<file path="config.mk">
export PLATFORM = sky130hd
export DESIGN_NAME = gemm_workload_counter
export DESIGN_NICKNAME = d
export VERILOG_FILES = /design/src/design/gemm_cfg_pkg.sv /design/src/design/gemm_mem_pkg.sv /design/src/design/gemm_workload_counter.sv
export SDC_FILE = /design/constraint.sdc
export NUM_CORES = 2
export LEC_CHECK = 0
export ABC_CLOCK_PERIOD_IN_PS = 40300
export BUFFER_PORTS_ARGS = -buffer_cell sky130_fd_sc_hd__buf_2
export CAP_MARGIN = 20
export CORE_UTILIZATION = 40
export DETAILED_ROUTE_END_ITERATION = 12
export SYNTH_ARGS = -nofsm -noshare
export SYNTH_HDL_FRONTEND = slang
export SYNTH_SLANG_ARGS = --single-unit
</file>
<file path="constraint.sdc">
create_clock -name clk -period 40.3 [get_ports clk]
set_input_delay 2.015 -clock clk [delete_from_list [all_inputs] [get_ports clk]]
set_output_delay 2.015 -clock clk [all_outputs]
set_load 0.01 [all_outputs]
</file>
<file path="src/design/gemm_cfg_pkg.sv">
/*
 * GEMM controller configuration package.
 * Widths, basic data types and the run configuration struct.
 */

`default_nettype none

package gemm_cfg_pkg;

  // ----------------------------------------------------------
  // Widths
  // ----------------------------------------------------------
  localparam int ADDR_W = 20;   // Cache line address bits
  localparam int CL_W   = 512;  // One cache line
  localparam int CNT_W  = 16;   // Config counts

  typedef logic [ADDR_W-1:0] addr_t;
  typedef logic [CL_W-1:0]   line_t;
  typedef logic [CNT_W-1:0]  cnt_t;

  // ----------------------------------------------------------
  // Run configuration, held stable while go is high
  // ----------------------------------------------------------
  typedef struct packed {
    cnt_t num_block;      // Blocks per workload
    cnt_t num_part_a;     // A parts
    cnt_t num_part_b;     // B parts
    cnt_t rows_block;     // Lines per A block
    cnt_t cols_block;     // Lines per B block
    cnt_t test_complete;  // Expected write responses
  } gemm_cfg_t;

endpackage : gemm_cfg_pkg

`default_nettype wire
</file>
<file path="src/design/gemm_mem_pkg.sv">
/*
 * GEMM controller memory side package.
 * Region bases, grid FIFO sizing and the request/response structs.
 */

`default_nettype none

package gemm_mem_pkg;
  import gemm_cfg_pkg::*;

  // Region bases in cache line units
  localparam addr_t A_BASE  = 20'h00000;
  localparam addr_t B_BASE  = 20'h40000;
  localparam addr_t WR_BASE = 20'h80000;

  // ----------------------------------------------------------
  // Grid result FIFO
  // ----------------------------------------------------------
  localparam int GRID_FIFO_DEPTH  = 16;
  localparam int GRID_FIFO_MARGIN = 4;   // Hold off grid at this much free space
  localparam int GRID_PTR_W       = $clog2(GRID_FIFO_DEPTH);

  // ----------------------------------------------------------
  // Bus structs, all single cycle strobes
  // ----------------------------------------------------------
  typedef struct packed {
    logic  valid;
    addr_t addr;
  } rd_req_t;

  typedef struct packed {
    logic  valid;
    line_t data;
  } rd_rsp_t;

  typedef struct packed {
    logic  valid;
    addr_t addr;
    line_t data;
  } wr_req_t;

  typedef struct packed {
    logic  valid;
    line_t data;
  } feed_t;

endpackage : gemm_mem_pkg

`default_nettype wire

</file>
<file path="src/design/gemm_workload_counter.sv">
/*
 * Workload and workspace counter.
 * Walks the A/B blocks of every part pair and registers the
 * base address of the block that comes next.
 */

`timescale 1ns/1ps
`default_nettype none

module gemm_workload_counter
  import gemm_cfg_pkg::*;
  import gemm_mem_pkg::*;
(
  input  wire logic      clk,
  input  wire logic      i_rst_n,
  input  wire gemm_cfg_t i_cfg,
  input  wire logic      i_advance,   // Current block fully issued
  output addr_t          o_base,
  output logic           o_sel_b,
  output logic           o_all_done
);

  logic [CNT_W:0] ws, nxt_ws;       // Workspace index, up to 2*num_block
  logic [CNT_W:0] ws_max;
  cnt_t           pa, nxt_pa;       // A part
  cnt_t           pb, nxt_pb;       // B part
  addr_t          a_off;
  addr_t          b_off;

  assign ws_max = {i_cfg.num_block, 1'b0} - 1'b1;

  // ----------------------------------------------------------
  // Index update by the address rule
  // ----------------------------------------------------------
  always_comb begin
    nxt_ws = ws;
    nxt_pa = pa;
    nxt_pb = pb;
    if (i_advance) begin
      if (ws == ws_max) begin
        nxt_ws = '0;
        if (pa == i_cfg.num_part_a - 1'b1) begin
          nxt_pa = '0;
          nxt_pb = (pb == i_cfg.num_part_b - 1'b1) ? '0 : pb + 1'b1;  // Wrap for next run
        end else begin
          nxt_pa = pa + 1'b1;
        end
      end else begin
        nxt_ws = ws + 1'b1;
      end
    end
  end

  // Block offsets of the index set that takes effect
  assign a_off = (ADDR_W'(nxt_pa) * ADDR_W'(i_cfg.num_block) + ADDR_W'(nxt_ws[CNT_W:1]))
                 * ADDR_W'(i_cfg.rows_block);
  assign b_off = (ADDR_W'(nxt_pb) * ADDR_W'(i_cfg.num_block) + ADDR_W'(nxt_ws[CNT_W:1]))
                 * ADDR_W'(i_cfg.cols_block);

  always_ff @(posedge clk) begin
    if (!i_rst_n) begin
      ws         <= '0;
      pa         <= '0;
      pb         <= '0;
      o_sel_b    <= 1'b0;
      o_all_done <= 1'b0;
    end else begin
      ws         <= nxt_ws;
      pa         <= nxt_pa;
      pb         <= nxt_pb;
      o_sel_b    <= nxt_ws[0];               // Odd workspace reads B
      o_all_done <= (nxt_ws == ws_max) && (nxt_pa == i_cfg.num_part_a - 1'b1)
                    && (nxt_pb == i_cfg.num_part_b - 1'b1);
    end
  end

  // Recomputed every cycle
  always_ff @(posedge clk) begin
    o_base <= nxt_ws[0] ? B_BASE + b_off : A_BASE + a_off;
  end

endmodule : gemm_workload_counter

`default_nettype wire

</file>
==> results_dict.tcl <==
set metrics [dict create \
    hpwlAfterDp_um 64600 \
    ctsHoldBuffers 0 \
    drive_gt1_share_pct 6.44 \
    final_area_um2 32200 \
    die_h_um 278 \
    slew_violations 0 \
    cts_made_buffers 9 \
    gr-usage-met2_pct 37.4 \
    mostFrequentLayoutCells "677 x inv_1, 565 x fa_1, 457 x nand2_1" \
    seq_area_frac_synth_pct 4.60 \
    first_global_vias 24900 \
    irDropWorstVdd_mv 0.0214 \
    mostFrequentLayoutCell "inv_1" \
    drtIter0Drc 1426 \
    period_share_pct 45.3 \
    pwr-share-clk_pct 30.8 \
    fin_nets 4479 \
    postSynthCellCount 3579 \
    cts.sinks 70 \
    post_cts_resized 0 \
    yosysWarningCount 0 \
    crit_type "in2reg" \
    tightest_slew_ps 1050 \
    p_sw_mw 0.115 \
    status "finished, final reports clean" \
    busiest_layer "met2" \
    total_power_mw 0.274 \
    drc 0 \
    avgSynthCellArea_um2 8.52 \
    syn_area_um2 30500 \
    clk_pin_slew_ps 70 \
    ys_ff_latch 70 \
    wl_per_cell_um 18.4 \
    rows 100 \
    grt_pass1_wl_um 136000 \
    synthFlopType "dfxtp_1" \
    diodes 0 \
    cts_tree "built" \
    grt_usage_pct 22.3 \
    maxCapViolations 0 \
    finalHoldViolCount 0 \
    async_flop_share_pct 0 \
    port-buffer-count 104 \
    rsz0062_at_grt "false" \
    post_dp_cell_area_um2 31900 \
    slowest_delay_ps 760 \
    die-area_um2 77300 \
    totalWireLength_um 83400 \
    cpMaxStageDelayCell "and3_1" \
    worst_skew_pair.late_latency_ps 380 \
    p_comb_share_pct 41.5 \
    cp_max_fo 30 \
    htreeDepth 3 \
    crit_top_cell "fa_1" \
    post_cts_buffers 0 \
    die_x_um 278 \
    antenna_found_initial 1 \
    yosys.cell_types.count 94 \
    layout_min_cycle_time_ps 18280 \
    gp_congestion 0.940 \
    utilization_pct 43.0 \
    core_um2 74900 \
    pwr-share-seq_pct 27.8 \
    fmax_ghz 0.0547 \
    slew_headroom_pct 28.5 \
    grt_use_met1_pct 30.6 \
    first_pass_iters 5 \
    setup_tns_ps 0 \
    intPower_mw 0.159 \
    finClkSkew_ps 17.8 \
    ant_nets 0 \
    grt_overflow 0 \
    cts_root_buf "clkbuf_16" \
    vias_per_cell 5.25 \
    num_vias 23900 \
    worst_ep_arrival_time_ps 18510 \
    p_leak_nw 13.8 \
    synthesis.nets 4489 \
    clockBufferDepth 2 \
    holdWs_ps 661 \
    cp-start-kind "primary input" \
    fillers 7556 \
    gr-usage-met3_pct 2.53 \
    io-pin-count 121 \
    endpoint_kind "flip-flop" \
    synth_edf_count 0 \
    crit_required_ps 40540 \
    start_util_pct 40.7 \
    switching_share_pct 42.1 \
    p_per_area_nw_per_um2 8.51 \
    syn_to_final_growth_pct 5.66 \
    grt_start_max_net_pins 42 \
    min_path_type "reg2reg" \
    finalSetupViolCount 0 \
]
## layer usage
layer  wire, um  share of wire (%)  up-vias
met3       4460                5.4      126
met1      37600                 45    12000
met5         11              0.013        -
li1           -                  -    11000
met2      39300                 47      717
met4       2060                2.5        2
## cell usage after synthesis, drive strengths merged (5+ instances only)
library cell  count  share of area [%]
o21bai           19               0.47
a211oi            9               0.22
fa              565                 37
a21o             13               0.32
a2111oi           5               0.16
nor2            131                1.7
xor2             75                2.2
and3             35               0.72
clkbuf          144                1.8
nand4b            7               0.20
and4              6               0.17
nand2           459                5.7
a31oi            11               0.23
o211ai           12               0.30
ha              246                 10
a22o              5               0.14
xnor3            18                1.3
or2              11               0.23
o31ai            13               0.38
dfxtp            70                4.6
or3              12               0.25
a21oi            70                1.2
o22ai             6               0.12
inv             677                8.3
o21ai            64                1.1
nor3b             6               0.15
buf              21               0.41
nand3            41               0.72
or4              20               0.54
xnor2           187                5.4
nor4             23               0.69
mux2i             9               0.31
o21a             14               0.34
and2            303                6.2
nand2b           49                1.0
nand4            28               0.57
mux2             12               0.46
nor3             54               0.97
nor2b            59                1.2
nand3b            5               0.12
## per-stage QoR
stage          setup WS, ps  std cells
5_1_grt               21030       4543
3_5_place_dp          21620       4525
4_1_cts               21970       4541
2_1_floorplan         24300       3579
6_report              22030       4543
3_3_place_gp          21720       4525
## flip-flops by register name (all words and copies together) (netlist names)
register and count:
pa 16, pb 16, o_base 20, o_all_done 1, ws 17
## power by group through the flow
| stage | Clock, mW | Sequential [mW] | Combinational (mW) |
|---|---|---|---|
| after floorplan | 0 | 0.0784 | 0.0705 |
| after global placement | 0 | 0.0775 | 0.111 |
| after detailed placement | 0 | 0.0776 | 0.112 |
| after CTS | 0.0849 | 0.0760 | 0.113 |
| after global routing | 0.0881 | 0.0764 | 0.125 |
| final | 0.0844 | 0.0761 | 0.114 |
## critical path: cells and delay by family
family          cells  cell delay [ps]
xor+xnor           16             3500
buf+inv             9              930
mux                 1              160
simple gates        7             3080
compound gates      9             2680
fa+ha+maj          14             6140
## path summary, 6_finish.rpt
kind                                start    endpoint  slack [ps]  cells after the start
worst max register to register      pa[3]  o_base[19]       24740                     52
worst min register to register      ws[5]       ws[5]         660                      2
worst max-delay path            i_cfg[81]  o_base[19]       22030                     56
worst min-delay path                ws[5]       ws[5]         660                      2
## kinds of logic (layout without fill, tap and decap cells)
| logic type | count (synthesis) | after routing | share of synthesized area (%) |
|---|---|---|---|
| adders and majority gates | 811 | 811 | 47.2 |
| muxes | 21 | 21 | 0.763 |
| and+or+nand+nor | 1267 | 1267 | 21.7 |
| AOI/OAI and AO/OA | 286 | 286 | 6.33 |
| buffers and inverters | 844 | 839 | 10.5 |
| DFF | 70 | 70 | 4.60 |
| xor gates and xnor gates | 280 | 280 | 8.86 |
## cell type report
| cell class | instances | area [um^2] | area share [%] |
|---|---|---|---|
| clock buffer | 10 | 239 | 0.742 |
| sequential | 70 | 1400 | 4.35 |
| clock inverter | 6 | 52.6 | 0.163 |
| tap | 969 | 1210 | 3.76 |
| timing repair buffer | 144 | 833 | 2.59 |
| multi-input combinational | 2665 | 25900 | 80.5 |
| inverter | 679 | 2550 | 7.91 |
(Power assumes the default switching activity.)
