### config.mk
export PLATFORM = sky130hd
export DESIGN_NAME = gemm_feeder_steer
export DESIGN_NICKNAME = d
export VERILOG_FILES = /design/src/design/gemm_cfg_pkg.sv /design/src/design/gemm_mem_pkg.sv /design/src/design/gemm_feeder_steer.sv
export SDC_FILE = /design/constraint.sdc
export NUM_CORES = 1
export LEC_CHECK = 0
export BUFFER_PORTS_ARGS = -buffer_cell sky130_fd_sc_hd__buf_2
export CAP_MARGIN = 10
export CORE_AREA = 3 3 632 634
export DETAILED_ROUTE_END_ITERATION = 6
export DIE_AREA = 0 0 635 637
export HOLD_SLACK_MARGIN = 0.02
export MAX_ROUTING_LAYER = met4
export PLACE_DENSITY = 0.31
export RECOVER_POWER = 25
export SLEW_MARGIN = 40
export SYNTH_ARGS = -nofsm -noshare
export SYNTH_HDL_FRONTEND = slang
export SYNTH_SLANG_ARGS = --single-unit
### constraint.sdc
create_clock -name clk -period 3.76 [get_ports clk]
set_input_delay 0.752 -clock clk [delete_from_list [all_inputs] [get_ports clk]]
set_output_delay 0.752 -clock clk [all_outputs]
set_load 0.1 [all_outputs]
### src/design/gemm_cfg_pkg.sv
/*
 * GEMM controller configuration package.
 * Widths, basic data types and the run configuration struct.
 */

`default_nettype none

package gemm_cfg_pkg;

  // ----------------------------------------------------------
  // Widths
  // ----------------------------------------------------------
  localparam int ADDR_W = 20;   // Cache line address bits
  localparam int CL_W   = 512;  // One cache line
  localparam int CNT_W  = 16;   // Config counts

  typedef logic [ADDR_W-1:0] addr_t;
  typedef logic [CL_W-1:0]   line_t;
  typedef logic [CNT_W-1:0]  cnt_t;

  // ----------------------------------------------------------
  // Run configuration, held stable while go is high
  // ----------------------------------------------------------
  typedef struct packed {
    cnt_t num_block;      // Blocks per workload
    cnt_t num_part_a;     // A parts
    cnt_t num_part_b;     // B parts
    cnt_t rows_block;     // Lines per A block
    cnt_t cols_block;     // Lines per B block
    cnt_t test_complete;  // Expected write responses
  } gemm_cfg_t;

endpackage : gemm_cfg_pkg

`default_nettype wire
### src/design/gemm_mem_pkg.sv
/*
 * GEMM controller memory side package.
 * Region bases, grid FIFO sizing and the request/response structs.
 */

`default_nettype none

package gemm_mem_pkg;
  import gemm_cfg_pkg::*;

  // Region bases in cache line units
  localparam addr_t A_BASE  = 20'h00000;
  localparam addr_t B_BASE  = 20'h40000;
  localparam addr_t WR_BASE = 20'h80000;

  // ----------------------------------------------------------
  // Grid result FIFO
  // ----------------------------------------------------------
  localparam int GRID_FIFO_DEPTH  = 16;
  localparam int GRID_FIFO_MARGIN = 4;   // Hold off grid at this much free space
  localparam int GRID_PTR_W       = $clog2(GRID_FIFO_DEPTH);

  // ----------------------------------------------------------
  // Bus structs, all single cycle strobes
  // ----------------------------------------------------------
  typedef struct packed {
    logic  valid;
    addr_t addr;
  } rd_req_t;

  typedef struct packed {
    logic  valid;
    line_t data;
  } rd_rsp_t;

  typedef struct packed {
    logic  valid;
    addr_t addr;
    line_t data;
  } wr_req_t;

  typedef struct packed {
    logic  valid;
    line_t data;
  } feed_t;

endpackage : gemm_mem_pkg

`default_nettype wire

### src/design/gemm_feeder_steer.sv
/*
 * Feeder steering.
 * Sends rows_block response lines to the A feeder, then
 * cols_block lines to the B feeder, and repeats.
 */

`timescale 1ns/1ps
`default_nettype none

module gemm_feeder_steer
  import gemm_cfg_pkg::*;
  import gemm_mem_pkg::*;
(
  input  wire logic      clk,
  input  wire logic      i_rst_n,
  input  wire logic      i_go,
  input  wire gemm_cfg_t i_cfg,
  input  wire rd_rsp_t   i_rd_rsp,
  output feed_t          o_a_feed,
  output feed_t          o_b_feed
);

  typedef enum logic {FILL_A, FILL_B} phase_t;

  phase_t phase;
  cnt_t   el_cnt;      // Lines steered in this phase
  cnt_t   phase_len;
  logic   a_vld;
  logic   b_vld;
  line_t  feed_data;   // Shared, valid picks the feeder

  assign phase_len = (phase == FILL_B) ? i_cfg.cols_block : i_cfg.rows_block;

  assign o_a_feed = '{valid: a_vld, data: feed_data};
  assign o_b_feed = '{valid: b_vld, data: feed_data};

  always_ff @(posedge clk) begin
    if (!i_rst_n) begin
      phase  <= FILL_A;
      el_cnt <= '0;
      a_vld  <= 1'b0;
      b_vld  <= 1'b0;
    end else begin
      a_vld <= i_rd_rsp.valid && (phase == FILL_A);
      b_vld <= i_rd_rsp.valid && (phase == FILL_B);
      if (!i_go) begin                   // Realign between runs
        phase  <= FILL_A;
        el_cnt <= '0;
      end else if (i_rd_rsp.valid) begin
        if (el_cnt == phase_len - 1'b1) begin
          el_cnt <= '0;
          phase  <= (phase == FILL_A) ? FILL_B : FILL_A;
        end else begin
          el_cnt <= el_cnt + 1'b1;
        end
      end
    end
  end

  always_ff @(posedge clk) begin
    if (i_rd_rsp.valid) feed_data <= i_rd_rsp.data;
  end

endmodule : gemm_feeder_steer

`default_nettype wire

==> Flow_metrics.wiki, run 1 <==
{| class="wikitable"
! Metric !! Value
|-
| Outcome || finished with violations
|-
| Failing checks || capacitance limit, slew limit
|-
| Cell count of the worst reg-to-reg path || 9
|-
| Overall routing resource usage || 12.7%
|-
| Number of slew-limit violations in the final report || 8
|-
| Layout fillers || 45835
|-
| CTS resizes || 0
|-
| H-tree depth reported by CTS || 3
|-
| I/O pin total || 1638
|-
| Number of iterations in the first detailed-routing pass || 5
|-
| Count of unresolved DRC violations after routing || 0
|-
| Part of the total power dissipated in sequential elements || 29.8%
|-
| Via count of the first global-routing pass || 16879
|-
| Post-synthesis average cell area || 17.1 um2
|-
| Net count after synthesis || 1847
|-
| Layout cells sized above 1 || 64.5%
|-
| Area growth syn-to-layout || 73.3%
|-
| Antenna violations before repair || 105
|-
| Sw frac || 49.2%
|-
| Total number of vias || 16700
|-
| TritonCTS Buffers || 81
|-
| Number of enable-type register cells in the synthesized netlist || 512
|-
| Detailed-route wire length per cell || 32.9 um
|-
| Synth top area cells || sky130_fd_sc_hd__edfxtp_1 (73%), sky130_fd_sc_hd__buf_4 (18%), sky130_fd_sc_hd__dfxtp_1 (1.8%), sky130_fd_sc_hd__xnor2_1 (0.83%), sky130_fd_sc_hd__xor2_1 (0.66%)
|-
| Crit share post-route || 85.8%
|-
| Worst Skew || 0.00554 ns
|-
| Maximum count of clock buffers along a single path || 4
|-
| Worst Setup Start Kind || register
|-
| Final wirelength || 261000 um
|-
| Half-perimeter wire length of the detailed placement result || 238000 um
|-
| Share of synthesized area occupied by flip-flops and latches || 74.7%
|-
| Nets@finish || 3196
|-
| Critical path fanouts, max || 20
|-
| Global-route wire length before repair || 298000 um
|-
| Vias/cell || 2.11
|-
| Net switching component of the power || 12.2 mW
|-
| Core utilization of the finished layout || 9.25%
|-
| Starting density of the core || 5.34%
|-
| Headroom to the max-slew limit || -28.3%
|-
| Arrival time at the worst endpoint || 3.87 ns
|-
| Most instantiated flip-flop cell in the synthesis netlist || sky130_fd_sc_hd__edfxtp_1
|-
| Biggest area consumer among synthesized cells || sky130_fd_sc_hd__edfxtp_1
|-
| Highest Clock Rate || 310 MHz
|-
| Detailed router's first-iteration violation count || 1243
|-
| Core area || 395000 um2
|-
| Logic gate share of total power || 38.1%
|-
| Internal Power || 12.6 mW
|-
| Die X-Extent || 635 um
|-
| Relative contribution of the clock network to total power || 32.1%
|-
| Die ar. || 404000 um2
|-
| Synth Cell Area || 21100 um2
|-
| Peak supply drop || 0.309 mV
|-
| Final Critical Period || 3.23 ns
|-
| GP Congestion || 0.911
|-
| CTS Sinks || 531
|-
| Root buffer cell || sky130_fd_sc_hd__clkbuf_16
|-
| Classification of the worst setup path || reg -> reg
|-
| Post-layout instance count excluding filler cells || 7925
|-
| Fraction of post-synthesis cell area in the top cell type by area || 72.9%
|-
| Number of core rows || 231
|-
| Synth Instances || 1233
|-
| Post-synthesis cell type count || 48
|-
| Number of hold-slack violations in the final timing report || 0
|-
| FFs w/ async S/R, synth || 0%
|-
| Yosys warning count || 0
|-
| Number of endpoints failing setup at the final stage || 0
|-
| Type of destination of the critical path || register
|-
| Count of buffers from port buffering || 1573
|-
| Actual transition at the worst max-transition pin || 1.92 ns
|-
| Max-cap violations || 1
|-
| Post-CTS setup buffer count || 0
|-
| Source-to-sink clock delay at the later pin of the worst-skew pair || 0.79 ns
|-
| Worst Hold Path Cells || 1
|-
| FF+latch count, synth || 531
|-
| Leakage || 13.8 nW
|-
| Setup repair after global routing missed its margin || no
|-
| Maximum number of pins on one net before global-route repair || 129
|-
| Worst-path clk slew || 0.06 ns
|-
| Required @ worst endpoint || 4.41 ns
|-
| Setup TNS Final || 0 ns
|-
| Antenna-violating nets left || 0
|-
| Number of buffers inserted by hold repair at cts || 193
|-
| Cell Count Post-Placement || 7547
|-
| Class of the tightest hold or removal check || in -> reg
|-
| Aggregate global routing overflow || 0
|-
| TritonCTS clock tree || built
|-
| Height of the chip || 637 um
|-
| Pwr dens || 679 nW/um2
|}
## final timing paths
check,startpoint,slack [ns],endpoint
max,phase,0.53,el_cnt[0]
min,i_rd_rsp[342],0.14,feed_data[342]
max reg2reg,phase,0.53,el_cnt[0]
min reg2reg,el_cnt[1],0.58,el_cnt[1]
## layer usage
metal / share of wire (%) / GRT usage [%]
met1: 33 / 11.8
met3: 16 / 9.25
met5: 0 / -
met2: 48 / 21.2
met4: 2.4 / 2.59
## cell usage after synthesis (all sizes together), types with 4 or more instances
master,n
a21oi,5
buf,519
dfxtp,19
edfxtp,512
mux2,4
mux2i,16
nand2,13
nand3,9
nand4,4
nor2,13
nor3,27
nor4,10
nor4b,6
o21ai,5
xnor2,20
xor2,16
## critical path: stages (launching register included)
cell	delay, ns
sky130_fd_sc_hd__dfxtp_1	0.64
sky130_fd_sc_hd__buf_4	0.38
sky130_fd_sc_hd__mux2i_1	0.45
sky130_fd_sc_hd__o221ai_1	0.25
sky130_fd_sc_hd__o31a_1	0.28
sky130_fd_sc_hd__a211oi_1	0.30
sky130_fd_sc_hd__nand4_1	0.23
sky130_fd_sc_hd__nor4_4	0.17
sky130_fd_sc_hd__buf_4	0.29
sky130_fd_sc_hd__nor3_1	0.08
## sequential cells by signal, summed over array words and instances (netlist names)
register,flops
feed_data,512
el_cnt,16
a_vld,1
b_vld,1
phase,1
## power groups by stage
stage	Clock (mW)	Sequential [mW]	Combinational, mW
5_1_grt	8.52	7.44	9.71
4_1_cts	8.45	7.40	9.68
2_1_floorplan	0	10.6	3.89
3_3_place_gp	0	7.50	9.50
3_5_place_dp	0	7.51	9.49
6_report	7.95	7.39	9.45
## area by class of cell
type | instances | area, um2 | share of cell area, %
clock inverters | 45 | 497 | 1.36
inverters | 2 | 7.51 | 0.0205
repair buffers | 1788 | 10100 | 27.6
diodes | 45 | 113 | 0.308
multi-input cells | 178 | 1400 | 3.83
well taps | 5242 | 6560 | 18.0
clock buffers | 94 | 2110 | 5.77
flip-flops and latches | 531 | 15800 | 43.1
## kinds of logic (layout without fill, tap and decap cells)
group | count (synthesis) | count (layout) | share of synthesized area, %
AND/OR/NAND/NOR | 93 | 93 | 3.03
AO/OA/AOI/OAI | 27 | 27 | 0.956
flip-flops | 531 | 531 | 74.7
XOR/XNOR | 36 | 36 | 1.50
adder cells (fa/ha/maj) | 2 | 2 | 0.119
other | 0 | 45 | 0
buffers and inverters | 524 | 1929 | 18.6
multiplexers | 20 | 20 | 1.03
## layout by cell type (no fill, tap or decap), types with 3 or more instances in the layout
| cell | count |
|---|---|
| sky130_fd_sc_hd__nor4b_1 | 3 |
| sky130_fd_sc_hd__clkinv_1 | 14 |
| sky130_fd_sc_hd__buf_4 | 49 |
| sky130_fd_sc_hd__nor2_1 | 13 |
| sky130_fd_sc_hd__dlygate4sd3_1 | 193 |
| sky130_fd_sc_hd__buf_12 | 6 |
| sky130_fd_sc_hd__xnor2_1 | 20 |
| sky130_fd_sc_hd__o211ai_1 | 3 |
| sky130_fd_sc_hd__nor3_2 | 10 |
| sky130_fd_sc_hd__edfxtp_1 | 512 |
| sky130_fd_sc_hd__inv_6 | 8 |
| sky130_fd_sc_hd__mux2_2 | 4 |
| sky130_fd_sc_hd__o221ai_1 | 3 |
| sky130_fd_sc_hd__clkbuf_1 | 51 |
| sky130_fd_sc_hd__clkinv_4 | 4 |
| sky130_fd_sc_hd__xor2_1 | 16 |
| sky130_fd_sc_hd__nor4_4 | 3 |
| sky130_fd_sc_hd__clkinv_2 | 6 |
| sky130_fd_sc_hd__nor4_1 | 6 |
| sky130_fd_sc_hd__nand3_1 | 9 |
| sky130_fd_sc_hd__mux2i_1 | 13 |
| sky130_fd_sc_hd__buf_2 | 1499 |
| sky130_fd_sc_hd__nor3b_1 | 3 |
| sky130_fd_sc_hd__clkbuf_16 | 82 |
| sky130_fd_sc_hd__bufinv_16 | 9 |
| sky130_fd_sc_hd__mux2i_2 | 3 |
| sky130_fd_sc_hd__dfxtp_1 | 19 |
| sky130_fd_sc_hd__a21oi_1 | 5 |
| sky130_fd_sc_hd__nand4_1 | 4 |
| sky130_fd_sc_hd__diode_2 | 45 |
| sky130_fd_sc_hd__nor3_1 | 16 |
| sky130_fd_sc_hd__clkinvlp_4 | 3 |
| sky130_fd_sc_hd__o21ai_2 | 3 |
| sky130_fd_sc_hd__nand2_1 | 12 |
## through the flow
step	hold WS [ns]	instance area, um2	setup slack [ns]	power (mW)
2_1_floorplan	0.483	21100	0.758	14.4
3_3_place_gp	0.578	31800	0.399	17.0
3_5_place_dp	0.571	31900	0.480	17.0
4_1_cts	0.0200	36400	0.521	25.5
5_1_grt	0.0650	36500	0.172	25.7
6_report	0.139	36500	0.535	24.8
(Power assumes the default switching activity.)
==> run 2: changes to the inputs <==
==> constraint.sdc (replaced) <==
create_clock -name clk -period 3.76 [get_ports clk]
set_input_delay 0.376 -clock clk [delete_from_list [all_inputs] [get_ports clk]]
set_output_delay 0.376 -clock clk [all_outputs]
set_load 0.1 [all_outputs]
==> run 2 against run 1 <==
The run now ends clean. Largest cell class unchanged. Global-route usage hardly changed. Wire length up 0.31%. Critical path depth fell by 1. Core utilization grew 0.79 points. Via count rose by 7.0%. Worst hold slack improved by 0.047 ns. Clock power shrank 1%. Highest routed layer unchanged. Sequential share of layout area is 3.4 points lower. Sequential power hardly changed. Die area did not move. Flip-flop and latch count is the same. Worst setup slack got worse by 0.19 ns.
==> Flow_metrics.wiki, run 2 (synthesized netlist as in run 1, its figures left out) <==
{| class="wikitable"
! Metric !! Value
|-
| Outcome || finished clean
|-
| Number of hold-slack violations in the final timing report || 0
|-
| Leakage || 15.1 nW
|-
| Crit share post-route || 90.7%
|-
| TritonCTS Buffers || 82
|-
| Worst flop-to-flop path endpoint || phase
|-
| Final Critical Period || 3.41 ns
|-
| CTS Sinks || 531
|-
| Maximum count of clock buffers along a single path || 4
|-
| Type of destination of the critical path || register
|-
| Count of unresolved DRC violations after routing || 0
|-
| Antenna-violating nets left || 0
|-
| Crit-path leading delay family || simple AND/OR/NAND/NOR gates
|-
| TritonCTS clock tree || built
|-
| Total number of vias || 17876
|-
| Highest Clock Rate || 293 MHz
|-
| Worst-path cell chain || buf_4 > mux2i_2 > o21ai_2 > or3_4 > nor4_4 > o2111ai_1 > nor4_1 > mux2_2
|-
| Die ar. || 404000 um2
|-
| Die X-Extent || 635 um
|-
| Cell area after layout || 39700 um2
|-
| Worst Setup Start Kind || register
|-
| Detailed router's first-iteration violation count || 1360
|-
| Layout fillers || 45637
|-
| Biggest cell delay along the critical path || 0.68 ns
|-
| Root buffer cell || sky130_fd_sc_hd__clkbuf_16
|-
| Logic depth of the worst path, buffers included || 8
|-
| Actual transition at the worst max-transition pin || 0.896 ns
|-
| I/O pin total || 1638
|-
| Aggregate global routing overflow || 0
|-
| Most frequent cells in the layout || sky130_fd_sc_hd__buf_2 (1471), sky130_fd_sc_hd__dlygate4sd3_1 (514), sky130_fd_sc_hd__edfxtp_1 (512), sky130_fd_sc_hd__clkbuf_16 (83), sky130_fd_sc_hd__clkbuf_1 (76)
|-
| Detailed-route wire length per cell || 31.8 um
|-
| Global-route wire length before repair || 302000 um
|-
| Max FFs per register || 512
|-
| Count of buffers from port buffering || 1573
|-
| Vias/cell || 2.17
|-
| Core area || 395000 um2
|-
| Number of iterations in the first detailed-routing pass || 5
|-
| Maximum number of pins on one net before global-route repair || 143
|-
| Number of slew-limit violations in the final report || 0
|-
| Via count of the first global-routing pass || 18557
|-
| Class of the tightest hold or removal check || in -> reg
|-
| Worst Hold Path Cells || 3
|-
| Required @ worst endpoint || 4.45 ns
|-
| Pwr dens || 632 nW/um2
|-
| Overall routing resource usage || 12.8%
|-
| Core utilization of the finished layout || 10.0%
|-
| Critical path fanouts, max || 21
|-
| Regs by FF count || feed_data (512), el_cnt (16)
|-
| Minimum setup slack among reg-to-reg paths || 0.35 ns
|-
| Post-CTS setup buffer count || 0
|-
| Register ranked first by flip-flop count || feed_data
|-
| Setup repair after global routing missed its margin || no
|-
| Peak supply drop || 0.296 mV
|-
| Max-cap violations || 0
|-
| Height of the chip || 637 um
|-
| Worst-path clk slew || 0.06 ns
|-
| Most frequent standard cell in the layout excluding fill and tap cells || sky130_fd_sc_hd__buf_2
|-
| Worst reg2reg startpoint || phase
|-
| Classification of the worst setup path || reg -> reg
|-
| GP Congestion || 0.916
|-
| Headroom to the max-slew limit || 40.3%
|-
| Antenna violations before repair || 81
|-
| CTS resizes || 0
|-
| Worst Skew || 0.00531 ns
|-
| Half-perimeter wire length of the detailed placement result || 237000 um
|-
| Nets@finish || 3515
|-
| Starting density of the core || 5.34%
|-
| Setup TNS Final || 0 ns
|-
| Dpl cell area || 31900 um2
|-
| Cell count of the worst reg-to-reg path || 8
|-
| Number of core rows || 231
|-
| Source-to-sink clock delay at the later pin of the worst-skew pair || 0.79 ns
|-
| Arrival time at the worst endpoint || 4.10 ns
|-
| Cell with the biggest individual delay on the critical path || sky130_fd_sc_hd__dfxtp_1
|-
| Worst Path Buf+Inv || 1
|-
| Number of endpoints failing setup at the final stage || 0
|-
| Endpoint of the worst hold-timing path || el_cnt[1]
|-
| Final wirelength || 261000 um
|-
| H-tree depth reported by CTS || 3
|-
| Area growth syn-to-layout || 88.1%
|-
| Layout cells sized above 1 || 56.8%
|-
| Critical hold path startpoint || i_go
|}
==> run 2: cell count changes in the layout (fill, tap and decap cells not counted), moves of 2 or more <==
cell	previous run	this run
sky130_fd_sc_hd__dlygate4sd3_1	193	514
sky130_fd_sc_hd__buf_2	1499	1471
sky130_fd_sc_hd__clkbuf_1	51	76
sky130_fd_sc_hd__diode_2	45	20
sky130_fd_sc_hd__clkinv_2	6	14
sky130_fd_sc_hd__clkinv_1	14	8
sky130_fd_sc_hd__inv_6	8	12
sky130_fd_sc_hd__buf_4	49	46
sky130_fd_sc_hd__clkinv_4	4	2
==> run 2: final cells by class <==
cell class              count  area (um2)  area share, %
inverters                   2        7.51         0.0189
clock inverters            47         485           1.22
flip-flops and latches    531       15800           39.7
repair buffers           2106       13300           33.5
diodes                     20        50.0          0.126
clock buffers              94        2120           5.34
multi-input cells         178        1400           3.53
well taps                5242        6560           16.5
==> run 2: metal layers <==
layer / up-vias / GRT usage [%] / part of all wire, %
li1: 7309 / - / -
met1: 9004 / 12.0 / 33
met2: 1273 / 21.2 / 48
met3: 290 / 9.15 / 16
met4: 0 / 2.37 / 2.3
met5: - / - / 0
==> run 2: how the worst max path moves through the flow <==
stage	startpoint	to
2_1_floorplan	phase	el_cnt[10]
3_3_place_gp	phase	phase
3_5_place_dp	phase	phase
4_1_cts	phase	phase
5_1_grt	phase	el_cnt[2]
6_report	phase	phase
==> run 2: worst min-delay path, cell delays in order <==
cell and delay [ns]:
sky130_fd_sc_hd__buf_2 0.10, sky130_fd_sc_hd__nand2_2 0.36, sky130_fd_sc_hd__a21oi_1 0.07
==> run 2: repair_timing <==
item / in CTS / in global routing
endpoints found under the setup margin: 0 / 0
hold endpoints to repair: 527 / 0
hold buffers: 514 / 0
==> run 2: through the flow <==
stage / std cells / hold slack, ns / setup WS, ns / power (mW)
after floorplan: 1233 / 0.475 / 0.758 / 14.4
after global placement: 7542 / 0.552 / 0.360 / 17.0
after detailed placement: 7544 / 0.554 / 0.350 / 17.0
after CTS: 8199 / 0.0847 / 0.344 / 25.8
after global routing: 8213 / 0.159 / 0.183 / 26.0
final: 8220 / 0.186 / 0.350 / 25.0
==> run 2: power by group <==
| part | leakage [nW] | switching (mW) | total [mW] | internal, mW |
|---|---|---|---|---|
| registers | 5.16 | 0.381 | 7.40 | 7.02 |
| clock network | 1.28 | 3.26 | 7.86 | 4.60 |
| logic | 8.66 | 8.63 | 9.79 | 1.16 |
