**src/design/gemm_cfg_pkg.sv**
```systemverilog
/*
 * GEMM controller configuration package.
 * Widths, basic data types and the run configuration struct.
 */

`default_nettype none

package gemm_cfg_pkg;

  // ----------------------------------------------------------
  // Widths
  // ----------------------------------------------------------
  localparam int ADDR_W = 20;   // Cache line address bits
  localparam int CL_W   = 512;  // One cache line
  localparam int CNT_W  = 16;   // Config counts

  typedef logic [ADDR_W-1:0] addr_t;
  typedef logic [CL_W-1:0]   line_t;
  typedef logic [CNT_W-1:0]  cnt_t;

  // ----------------------------------------------------------
  // Run configuration, held stable while go is high
  // ----------------------------------------------------------
  typedef struct packed {
    cnt_t num_block;      // Blocks per workload
    cnt_t num_part_a;     // A parts
    cnt_t num_part_b;     // B parts
    cnt_t rows_block;     // Lines per A block
    cnt_t cols_block;     // Lines per B block
    cnt_t test_complete;  // Expected write responses
  } gemm_cfg_t;

endpackage : gemm_cfg_pkg

`default_nettype wire
```
**src/design/gemm_mem_pkg.sv**
```systemverilog
/*
 * GEMM controller memory side package.
 * Region bases, grid FIFO sizing and the request/response structs.
 */

`default_nettype none

package gemm_mem_pkg;
  import gemm_cfg_pkg::*;

  // Region bases in cache line units
  localparam addr_t A_BASE  = 20'h00000;
  localparam addr_t B_BASE  = 20'h40000;
  localparam addr_t WR_BASE = 20'h80000;

  // ----------------------------------------------------------
  // Grid result FIFO
  // ----------------------------------------------------------
  localparam int GRID_FIFO_DEPTH  = 16;
  localparam int GRID_FIFO_MARGIN = 4;   // Hold off grid at this much free space
  localparam int GRID_PTR_W       = $clog2(GRID_FIFO_DEPTH);

  // ----------------------------------------------------------
  // Bus structs, all single cycle strobes
  // ----------------------------------------------------------
  typedef struct packed {
    logic  valid;
    addr_t addr;
  } rd_req_t;

  typedef struct packed {
    logic  valid;
    line_t data;
  } rd_rsp_t;

  typedef struct packed {
    logic  valid;
    addr_t addr;
    line_t data;
  } wr_req_t;

  typedef struct packed {
    logic  valid;
    line_t data;
  } feed_t;

endpackage : gemm_mem_pkg

`default_nettype wire

```
**src/design/gemm_read_fsm.sv**
```systemverilog
/*
 * Read request FSM.
 * Issues one cache line read per cycle for the current block and
 * pauses while the target feeder reports full.
 */

`timescale 1ns/1ps
`default_nettype none

module gemm_read_fsm
  import gemm_cfg_pkg::*;
  import gemm_mem_pkg::*;
(
  input  wire logic      clk,
  input  wire logic      i_rst_n,
  input  wire logic      i_go,
  input  wire gemm_cfg_t i_cfg,
  input  wire logic      i_a_full,
  input  wire logic      i_b_full,
  input  wire addr_t     i_base,      // Block base from counter
  input  wire logic      i_sel_b,     // Current block is B
  input  wire logic      i_all_done,  // Current block is the last one
  output logic           o_advance,   // Block finished strobe
  output rd_req_t        o_rd
);

  typedef enum logic [1:0] {IDLE, CALC, SEND, DONE} state_t;

  state_t state;
  logic   go_q;       // Registered start level
  logic   sel_b_q;    // Target of the block in flight
  cnt_t   line_cnt;   // Lines issued in this block
  cnt_t   blk_len;    // Lines in this block
  addr_t  rd_addr;    // Next line address
  logic   tgt_full;
  logic   issue;
  logic   last_line;

  // ----------------------------------------------------------
  // Request strobe, combinational on the current full flag
  // ----------------------------------------------------------
  assign tgt_full  = sel_b_q ? i_b_full : i_a_full;
  assign issue     = (state == SEND) && !tgt_full;
  assign last_line = (line_cnt == blk_len - 1'b1);
  assign o_advance = issue && last_line;
  assign o_rd      = '{valid: issue, addr: rd_addr};

  always_ff @(posedge clk) begin
    if (!i_rst_n) begin
      state    <= IDLE;
      go_q     <= 1'b0;
      sel_b_q  <= 1'b0;
      line_cnt <= '0;
      blk_len  <= '0;
    end else begin
      go_q <= i_go;
      case (state)
        IDLE: if (go_q) state <= CALC;
        CALC: begin                       // Counter outputs settled here
          sel_b_q  <= i_sel_b;
          blk_len  <= i_sel_b ? i_cfg.cols_block : i_cfg.rows_block;
          line_cnt <= '0;
          state    <= SEND;
        end
        SEND: begin
          if (issue) begin
            line_cnt <= line_cnt + 1'b1;
            if (last_line) state <= i_all_done ? DONE : CALC;
          end
        end
        DONE: if (!go_q) state <= IDLE;   // Wait for the run to drop
        default: state <= IDLE;
      endcase
    end
  end

  // Line address, loaded at block start then stepped per strobe
  always_ff @(posedge clk) begin
    if (state == CALC) rd_addr <= i_base;
    else if (issue)    rd_addr <= rd_addr + 1'b1;
  end

endmodule : gemm_read_fsm

`default_nettype wire

```
**config.mk**
```make
export PLATFORM = sky130hd
export DESIGN_NAME = gemm_read_fsm
export DESIGN_NICKNAME = d
export VERILOG_FILES = /design/src/design/gemm_cfg_pkg.sv /design/src/design/gemm_mem_pkg.sv /design/src/design/gemm_read_fsm.sv
export SDC_FILE = /design/constraint.sdc
export NUM_CORES = 1
export LEC_CHECK = 0
export ABC_CLOCK_PERIOD_IN_PS = 4600
export BUFFER_PORTS_ARGS = -buffer_cell sky130_fd_sc_hd__buf_4
export CAP_MARGIN = 25
export CORE_MARGIN = 8
export CORE_UTILIZATION = 42
export DETAILED_ROUTE_END_ITERATION = 7
export PLACE_DENSITY = 0.77
export SETUP_SLACK_MARGIN = 0.1
export SYNTH_ARGS = -nofsm -noshare
export SYNTH_HDL_FRONTEND = slang
export SYNTH_SLANG_ARGS = --single-unit
```
**constraint.sdc**
```tcl
create_clock -name clk -period 4.6 [get_ports clk]
set_clock_uncertainty 0.1 [all_clocks]
set_input_delay 0.92 -clock clk [delete_from_list [all_inputs] [get_ports clk]]
set_output_delay 0.92 -clock clk [all_outputs]
set_load 0.005 [all_outputs]
```
==> results.md, run 1 <==
* Status: finished, final reports clean
* Overall Global Routing Usage at 13.6%
* Synthesized Nets at 494
* WHS Endpoint: sel_b_q$_SDFFE_PN0P_
* Critical-path cell list: inv_1 > ha_1 > or4b_1 > nor3_1 > a31oi_1 > a221oi_2 > nor2_1 > nor4_4 > buf_4
* Die area at 10800 um^2
* Peak Freq at 256 MHz
* Largest cells by area after synthesis: dfxtp_1 (22%), edfxtp_1 (18%), xor2_1 (8.4%)
* Initial DRC count at 110
* R2r endpoint: state[1]$_SDFFE_PN0P_
* Routability-driven placement congestion ratio at 0.889
* Critical path class: reg2out
* Worst-margin pin slew at 674 ps
* Leakage at 1.61 nW
* Synth unique cells at 44
* CTS-repair resized insts at 0
* Setup slack at placement at 1010 ps
* Worst skew pair latency at 310 ps
* CTS buffer count at 5
* Row count at 32
* CP startpoint: blk_len[0]$_SDFFE_PN0P_
* Io pins at 145
* Hpwl dp at 5.67 mm
* Power Dens Cells at 315 nW/um^2
* Hold buffers post-CTS at 0
* Fraction of registers with async set/reset at 0%
* Fill cells at 686
* Largest net degree at the start of global routing at 71
* Post-Synthesis Cells at 368
* Clk buf depth at 2
* Worst hold path class: reg2reg
* Global-route wire length before repair at 12.7 mm
* CP Capture Type: primary output
* First-pass detailed-route iteration total at 4
* Max Cap Viol at 0
* Post-synth EDFFs at 20
* Vias in the first global route at 2752
* CP peak stage delay at 580 ps
* Clock root cell: clkbuf_8
* R2r worst-path depth at 9
* Hold Crit Depth at 2
* Clock Sinks at 56
* Share of cells above drive strength 1 at 21.9%
* Layout area overhead at 24.6%
* Slew Limit Fails at 0
* Synth Flop Type: dfxtp_1
* Reg-to-Reg Start: blk_len[0]$_SDFFE_PN0P_
* Synth top area share at 22.2%
* Via/cell ratio at 5.10
* Peak supply drop at 0.135 mV
* Post-CTS setup buffer count at 0
* RSZ-0062 raised after global routing: no
* Worst path slowest cell: or4b_1
* Clk pin slew, worst setup/hold paths at 100 ps
* GRT Residual Overflow at 0
* Yosys reg bits at 56
* Vias post-DR at 2754
* Initial antenna violation count at 0
* H-Tree Depth at 2
* # DRC at 0
* WL final at 7.38 mm
* Sequential area share after synthesis at 40.6%
* Crit path DAT at 2890 ps
* PortBufs at 80
* Most frequent cells after synthesis: nand2_1 (46), nor2_1 (46), dfxtp_1 (36), xor2_1 (31), o21ai_0 (23)
* Period utilization at 85.0%
* Starting Density at 42.7%
* Die span in y at 104 um
* Largest fanout on the critical path at 5
* Setup TNS Final at 0 ps
* Setup crit start kind: register
* # placed instances at 532
* Wire length per cell at 13.7 um
* PnR worst setup slack at 691 ps
* Final hold viol count at 0
* Core area at 7610 um^2
* CTS tree: built
* Cell taking the most area after synthesis: dfxtp_1
* Worst Path Required at 3580 ps
* Slew HR at 55.0%
* Mapped Area at 3250 um^2
* Hold wc startpoint: sel_b_q$_SDFFE_PN0P_
* R2R Setup Slk at 1830 ps
* Die X at 104 um
* Nets@finish at 563
* ANT nets after route at 0
* # diodes at 0
* Setup Viol. Count Final at 0
* Synthesis warning total at 0
* Average size of a mapped cell at 8.83 um^2
* Final Non-Filler Cells at 540
* Fin crit period at 3910 ps
[worst max-delay path, delay by kind of cell, from the launching register on]
family	cells	cell delay [ps]
and+or+nand+nor	4	1250
AOI/OAI and AO/OA	2	460
DFF	1	360
buffers and inverters	2	260
adders and majority gates	1	250
[worst max-delay path by stage]
stage / end / cells past startpoint
2_1_floorplan: o_advance / 8
3_3_place_gp: o_advance / 8
3_5_place_dp: o_advance / 8
4_1_cts: o_advance / 9
5_1_grt: o_advance / 9
6_report: o_advance / 9
[layout by cell type (no fill, tap or decap), types with 2 or more instances in the layout]
cell type,Yosys,routed
or4b_1,2,2
nor4_1,6,6
edfxtp_1,20,20
nor2_1,46,46
xor2_1,31,31
inv_1,5,5
buf_4,1,82
or2_1,3,3
nand3_1,14,14
clkbuf_8,0,5
nand2_1,46,46
ha_1,3,3
mux2i_1,17,17
a21oi_1,7,7
bufinv_16,0,2
and3_1,8,8
nand4_1,8,8
xnor2_1,21,21
a22oi_1,2,2
a211oi_1,16,16
a31oi_1,2,2
o21ai_0,23,23
and2_1,2,2
nor4_4,2,2
dfxtp_1,36,36
nor2b_1,3,2
nor3_1,6,6
and4_1,4,4
o31ai_1,2,2
[layer usage]
layer	track usage, %	vias up	routed length (um)
met5	0	-	0
met4	3.21	0	63
met3	4.40	6	506
met2	22.0	85	3360
met1	17.2	1229	3450
li1	-	1434	-
[cells by family (layout without fill, tap and decap cells)]
logic type | count (synthesis) | in the layout | share of synthesized area [%]
buf+inv | 25 | 95 | 3.31
compound gates | 59 | 59 | 11.5
mux | 18 | 18 | 5.58
fa+ha+maj | 3 | 3 | 1.15
flops | 56 | 56 | 40.6
simple gates | 155 | 155 | 23.7
xor+xnor | 52 | 52 | 14.0
[through the flow]
stage	total power, mW	util (%)	hold slack [ps]	cell area, um^2
after global routing	1.34	53.2	398	4050
after detailed placement	0.903	51.4	365	3910
after global placement	0.891	51.4	359	3910
after CTS	1.28	53.2	380	4050
final	1.27	53.2	379	4050
after floorplan	0.795	-	350	3250
[state kept, by name, indices dropped and copies added (netlist names)]
register and flops:
rd_addr 20, blk_len 16, line_cnt 16, state 2, go_q 1, sel_b_q 1
[power by group]
group / internal (mW) / switching [mW] / total (mW)
Sequential: 0.555 / 0.0393 / 0.594
Combinational: 0.149 / 0.146 / 0.295
Clock: 0.219 / 0.165 / 0.384
[final cells by class]
| class | instances | area, um^2 | share of cell area [%] |
|---|---|---|---|
| Clock buffer | 5 | 68.8 | 1.70 |
| Clock inverter | 3 | 68.8 | 1.70 |
| Inverter | 5 | 18.8 | 0.463 |
| Multi-Input combinational cell | 287 | 1830 | 45.2 |
| Sequential cell | 56 | 1320 | 32.6 |
| Tap cell | 102 | 128 | 3.15 |
| Timing Repair Buffer | 82 | 616 | 15.2 |
Power figures use the tool's default switching activity.
==> run 2, diff against run 1 <==
ABC_CLOCK_PERIOD_IN_PS = 3900   (was 4600)
clock period = 3.9 ns   (was 4.6 ns; I/O delays follow)
==> results.md, run 2 (synthesis results as in run 1) <==
* # diodes at 0 (unchanged)
* CP peak stage delay at 550 ps (-30 ps)
* Clock network fraction of total power at 26.0% (-4.2 points)
* ANT nets after route at 0 (unchanged)
* Clk buf depth at 2 (unchanged)
* PortBufs at 80 (unchanged)
* Final Non-Filler Cells at 541 (+0.19%)
* R2R Setup Slk at 1120 ps (-710 ps)
* Psw at 0.407 mW (+16%)
* RSZ-0062 raised after global routing: no
* Routability-driven placement congestion ratio at 0.883 (-0.65%)
* Global-route wire length before repair at 12.7 mm (+0.38%)
* Setup crit start kind: register
* Crit path DAT at 2790 ps (-100 ps)
* Die area at 10800 um^2 (unchanged)
* Worst skew pair latency at 310 ps (about the same)
* First-pass detailed-route iteration total at 4 (unchanged)
* R2r worst-path depth at 9 (unchanged)
* # placed instances at 532 (unchanged)
* Overall Global Routing Usage at 13.7% (+0.071 points)
* Crit path to: o_advance
* Slew HR at 55.4% (+0.38 points)
* Io pins at 145 (unchanged)
* Leakage at 1.61 nW (-0.12%)
* Die X at 104 um (unchanged)
* Critical Path Stages at 8 (-1)
* Biggest register: rd_addr
* Initial antenna violation count at 0 (unchanged)
* Die span in y at 104 um (unchanged)
* Period utilization at 94.2%
* GRT Residual Overflow at 0 (unchanged)
* Worst-margin pin slew at 669 ps (-5.68 ps)
* Power Dens Cells at 354 nW/um^2 (+12%)
* WL final at 7.43 mm (+0.70%)
* Peak supply drop at 0.160 mV (+19%)
* Setup TNS Final at 0 ps (unchanged)
* Buffers & Inverters on Critical Path at 2 (unchanged)
* R2r endpoint: state[1]$_SDFFE_PN0P_
* Nets@finish at 564 (+0.18%)
* Most frequent cells in the layout: buf_4 (83), nor2_1 (46), nand2_1 (46), dfxtp_1 (36), xor2_1 (31)
* Via/cell ratio at 5.14 (+0.79%)
* Clock Sinks at 56 (unchanged)
* Reg-to-Reg Start: blk_len[0]$_SDFFE_PN0P_
* Setup Viol. Count Final at 0 (unchanged)
* Met1 Wirelength at 3.41 mm (-1.1%)
* CP startpoint: blk_len[0]$_SDFFE_PN0P_
* Worst path slowest cell: or4b_4
* Starting Density at 42.7% (unchanged)
* Register share of total power at 49.0% (+2.4 points)
* CTS buffer count at 5 (unchanged)
* Sw frac at 28.4% (+0.84 points)
* Fin crit period at 3670 ps
* Wire length per cell at 13.7 um (+0.52%)
* Share of cells above drive strength 1 at 22.8% (+0.86 points)
* Status: finished, final reports clean
* Combinational Power Share at 25.0% (+1.8 points)
* H-Tree Depth at 2 (unchanged)
* Metal3 WL at 467 um (-7.7%)
* Initial DRC count at 73 (-34%)
* Peak Freq at 272 MHz
* Max reg flops at 20 (unchanged)
* Worst Path Required at 3020 ps (-560 ps)
* Core area at 7610 um^2 (unchanged)
* CTS tree: built
* Clk pin slew, worst setup/hold paths at 90 ps (about the same)
* Highest Signal Layer: met4
* Vias post-DR at 2781 (+0.98%)
* Met2 routed WL at 3.44 mm (+2.6%)
* CP delay by family, top: simple AND/OR/NAND/NOR gates
* Regs by FF count: rd_addr: 20 flops, blk_len: 16 flops, line_cnt: 16 flops
* # DRC at 0 (unchanged)
* Largest net degree at the start of global routing at 71 (unchanged)
* Most common cell after layout, fill and taps aside: buf_4
* Largest fanout on the critical path at 5 (unchanged)
* Layout area overhead at 24.8%
* CP Capture Type: primary output
* Critical path class: reg2out
* Clock root cell: clkbuf_8
* Worst hold path class: reg2reg
* Max Cap Viol at 0 (unchanged)
* Critical-path cell list: inv_1 > ha_1 > or4b_4 > or2_1 > o31ai_2 > nand4_1 > nor4_4 > buf_4
* Hpwl dp at 5.75 mm (+1.4%)
* Vias in the first global route at 2787 (+1.3%)
* Final hold viol count at 0 (unchanged)
* Slew Limit Fails at 0 (unchanged)
* Row count at 32 (unchanged)
* Int Pwr at 1.03 mW (+11%)
## run 2: stage by stage
step	cell area [um^2]	power, mW	hold WS (ps)	worst slack (ps)	util (%)
2_1_floorplan	3250	0.938	350	884	-
3_3_place_gp	3910	1.05	360	524	51.4
3_5_place_dp	3910	1.07	368	486	51.4
4_1_cts	4020	1.44	382	128	52.8
5_1_grt	4060	1.52	420	72.3	53.3
6_report	4060	1.43	380	226	53.3
## run 2: metal layers
layer  track usage (%)  vias up
met5                 0        -
met4              4.24        0
met3              4.52        9
met2              23.1       83
met1              16.1     1253
li1                  -     1436
## run 2: worst min path at each step
stage                                       to  cells past startpoint            startpoint  slack [ps]
final                     sel_b_q$_SDFFE_PN0P_                      2  sel_b_q$_SDFFE_PN0P_         380
after global routing      sel_b_q$_SDFFE_PN0P_                      2  sel_b_q$_SDFFE_PN0P_         420
after CTS                 sel_b_q$_SDFFE_PN0P_                      2  sel_b_q$_SDFFE_PN0P_         380
after detailed placement  sel_b_q$_SDFFE_PN0P_                      2  sel_b_q$_SDFFE_PN0P_         370
after global placement    sel_b_q$_SDFFE_PN0P_                      2  sel_b_q$_SDFFE_PN0P_         360
after floorplan           sel_b_q$_SDFFE_PN0P_                      2  sel_b_q$_SDFFE_PN0P_         350
## run 2: area by class of cell
cell class,count,area (um^2)
multi-input cells,287,1860
fillers,736,3550
clock inverters,2,35.0
inverters,5,18.8
repair buffers,83,623
flip-flops and latches,56,1320
clock buffers,6,72.6
well taps,102,128
## run 2: repair_timing
action,in CTS,in global routing
setup endpoints to repair,0,1
hold buffers,0,0
buffers inserted,0,1
resized for setup,0,5
## run 2: worst reg2reg max path, delay by kind of cell, from the launching register on
kind | cells | cell delay [ps]
DFF | 1 | 360
adders and majority gates | 1 | 240
buffers and inverters | 2 | 250
and+or+nand+nor | 4 | 1370
AOI/OAI and AO/OA | 2 | 330
## run 2: power groups by stage
| stage | logic (mW) | clock network [mW] | registers, mW |
|---|---|---|---|
| floorplan | 0.235 | 0 | 0.702 |
| global placement | 0.339 | 0 | 0.712 |
| detailed placement | 0.351 | 0 | 0.715 |
| CTS | 0.352 | 0.384 | 0.701 |
| global route | 0.403 | 0.403 | 0.709 |
| finish | 0.359 | 0.373 | 0.703 |
==> run 3, diff against run 2 <==
ABC_CLOCK_PERIOD_IN_PS = 3200   (was 3900)
PLACE_DENSITY = 0.8   (was 0.77)
clock period = 3.2 ns   (was 3.9 ns; I/O delays follow)
==> results.md, run 3 (synthesis results as in run 1) <==
* Reg-to-Reg Start: blk_len[1]$_SDFFE_PN0P_
* Critical path class: reg2out
* PnR worst setup slack at -60.0 ps (-286 ps)
* Hpwl dp at 5.91 mm (+2.7%)
* Violated checks: setup timing
* Register share of total power at 49.2% (+0.2 points)
* Crit path DAT at 2520 ps (-270 ps)
* Post-layout util at 54.7% (+1.3 points)
* Nets@finish at 573 (+1.6%)
* First-pass detailed-route iteration total at 4 (unchanged)
* Routability-driven placement congestion ratio at 0.920 (+4.1%)
* Dpl cell area at 3970 um^2 (+1.3%)
* ANT nets after route at 0 (unchanged)
* Status: complete, but fails checks
* Initial antenna violation count at 0 (unchanged)
* Clk pin slew, worst setup/hold paths at 100 ps (about the same)
* R2r worst-path depth at 11 (+2)
* CTS tree: built
* WHS Endpoint: sel_b_q$_SDFFE_PN0P_
* Hold slack at 388 ps (+8.29 ps)
* Vias in the first global route at 2872 (+3.0%)
* R2R Setup Slk at 590 ps (-530 ps)
* Largest fanout on the critical path at 4 (-1)
* Clock Sinks at 56 (unchanged)
* CP delay by family, top: simple AND/OR/NAND/NOR gates
* H-Tree Depth at 2 (unchanged)
* # DRC at 0 (unchanged)
* Largest net degree at the start of global routing at 71 (unchanged)
* Initial DRC count at 123 (+68%)
* Peak Freq at 307 MHz
* Share of cells above drive strength 1 at 26.6% (+3.8 points)
* Clock network fraction of total power at 22.4% (-3.6 points)
* # diodes at 0 (unchanged)
* Vias post-DR at 2860 (+2.8%)
* Power Dens Cells at 418 nW/um^2 (+18%)
* Worst Path Required at 2460 ps (-560 ps)
* Design area at 4160 um^2 (+2.5%)
* Overall Global Routing Usage at 13.9% (+0.21 points)
* Fin crit period at 3260 ps
* Worst path slowest cell: or4b_4
* Layout area overhead at 27.9%
* CTS buffer count at 5 (unchanged)
* Hold buffers post-CTS at 0 (unchanged)
* Fill cells at 706 (-4.1%)
* GRT Residual Overflow at 0 (unchanged)
* Die span in y at 104 um (unchanged)
* Row count at 32 (unchanged)
* Starting Density at 42.7% (unchanged)
* CP peak stage delay at 530 ps (-20 ps)
* R2r endpoint: state[0]$_SDFFE_PN0P_
* Global-route wire length before repair at 13.0 mm (+2.0%)
* Slew HR at 55.4% (about the same)
* Worst skew pair latency at 310 ps (about the same)
* Wire length per cell at 14.1 um (+2.4%)
* Setup Viol. Count Final at 1 (+1)
* Most common cell after layout, fill and taps aside: buf_4
* Max reg flops at 20 (unchanged)
* Peak supply drop at 0.178 mV (+12%)
* Int Pwr at 1.21 mW (+18%)
* Final hold viol count at 0 (unchanged)
* PortBufs at 80 (unchanged)
* Worst-margin pin slew at 669 ps (+0.294 ps)
* Max Cap Viol at 0 (unchanged)
* Hold wc startpoint: sel_b_q$_SDFFE_PN0P_
* Die area at 10800 um^2 (unchanged)
* Slew Limit Fails at 0 (unchanged)
* Period utilization at 102%
* Setup crit start kind: register
* Critical-path cell list: inv_2 > ha_4 > or4b_4 > nor3_2 > a31oi_1 > a221oi_2 > nor2_1 > nor4_4 > buf_4
* RSZ-0062 raised after global routing: yes
* Clk buf depth at 2 (unchanged)
* Via/cell ratio at 5.20 (+1.2%)
* Die X at 104 um (unchanged)
* Power Total at 1.74 mW (+21%)
* Clock root cell: clkbuf_8
* Hold Crit Depth at 2 (unchanged)
* Sw frac at 30.5% (+2.1 points)
* Psw at 0.531 mW (+30%)
* Biggest register: rd_addr
* Combinational Power Share at 28.4% (+3.4 points)
* CP Capture Type: primary output
* Buffers & Inverters on Critical Path at 2 (unchanged)
* Regs by FF count: rd_addr: 20 flops, blk_len: 16 flops, line_cnt: 16 flops
* WL final at 7.73 mm (+4.1%)
* Core area at 7610 um^2 (unchanged)
* Io pins at 145 (unchanged)
* Worst hold path class: reg2reg
* Leakage at 1.66 nW (+2.7%)
* Most frequent cells in the layout: buf_4 (92), nor2_1 (46), nand2_1 (46), dfxtp_1 (34), xor2_1 (31)
## run 3: changes by cell type in the layout (fill, tap and decap cells not counted), moves of 2 or more
cell	previous run	this run
buf_4	83	92
clkinvlp_4	0	2
dfxtp_1	36	34
dfxtp_2	0	2
inv_1	5	3
inv_2	0	2
nor3_1	5	3
## run 3: how the worst max path moves through the flow
stage / startpoint / to / depth (start not counted)
2_1_floorplan: blk_len[0]$_SDFFE_PN0P_ / o_advance / 8
3_3_place_gp: blk_len[0]$_SDFFE_PN0P_ / o_advance / 9
3_5_place_dp: blk_len[0]$_SDFFE_PN0P_ / o_advance / 9
4_1_cts: blk_len[1]$_SDFFE_PN0P_ / o_advance / 8
5_1_grt: blk_len[1]$_SDFFE_PN0P_ / o_advance / 9
6_report: blk_len[1]$_SDFFE_PN0P_ / o_advance / 9
## run 3: tightest hold or removal path, delay by kind of cell, from the launching register on
kind               cells  cell delay (ps)
DFF                    1              330
and+or+nand+nor        1               60
AOI/OAI and AO/OA      1               60
## run 3: area by class of cell
class | count | area [um^2] | area share, %
Tap cell | 102 | 128 | 3.07
Clock buffer | 5 | 68.8 | 1.66
Inverter | 5 | 18.8 | 0.451
Clock inverter | 3 | 23.8 | 0.572
Sequential cell | 56 | 1320 | 31.8
Multi-Input combinational cell | 287 | 1900 | 45.8
Timing Repair Buffer | 92 | 691 | 16.6
## run 3: power groups by stage
stage | logic (mW) | registers, mW | clock network [mW]
after floorplan | 0.287 | 0.856 | 0
after global placement | 0.431 | 0.864 | 0
after detailed placement | 0.446 | 0.867 | 0
after CTS | 0.484 | 0.852 | 0.405
after global routing | 0.549 | 0.862 | 0.421
final | 0.494 | 0.855 | 0.390
## run 3: timing repair
action | 4_1_cts | 5_1_grt
setup buffers | 2 | 1
endpoints found under the hold margin | 0 | 0
gates resized for setup | 14 | 3
setup endpoints to repair | 1 | 1
pin swaps | 7 | 3
## run 3: layer usage
layer,GRT usage [%],wire length (um),up-vias
met3,4.28,466,10
met1,16.8,3570,1296
met2,23.4,3610,92
met4,3.52,89,0
met5,0,0,-
li1,-,-,1462
## run 3: through the flow
step | cells | worst slack, ps | setup TNS (ps)
2_1_floorplan | 368 | 324 | 0
3_3_place_gp | 539 | 114 | 0
3_5_place_dp | 539 | 58.2 | 0
4_1_cts | 549 | -78.7 | -78.7
5_1_grt | 550 | -237 | -237
6_report | 550 | -60.0 | -60.0
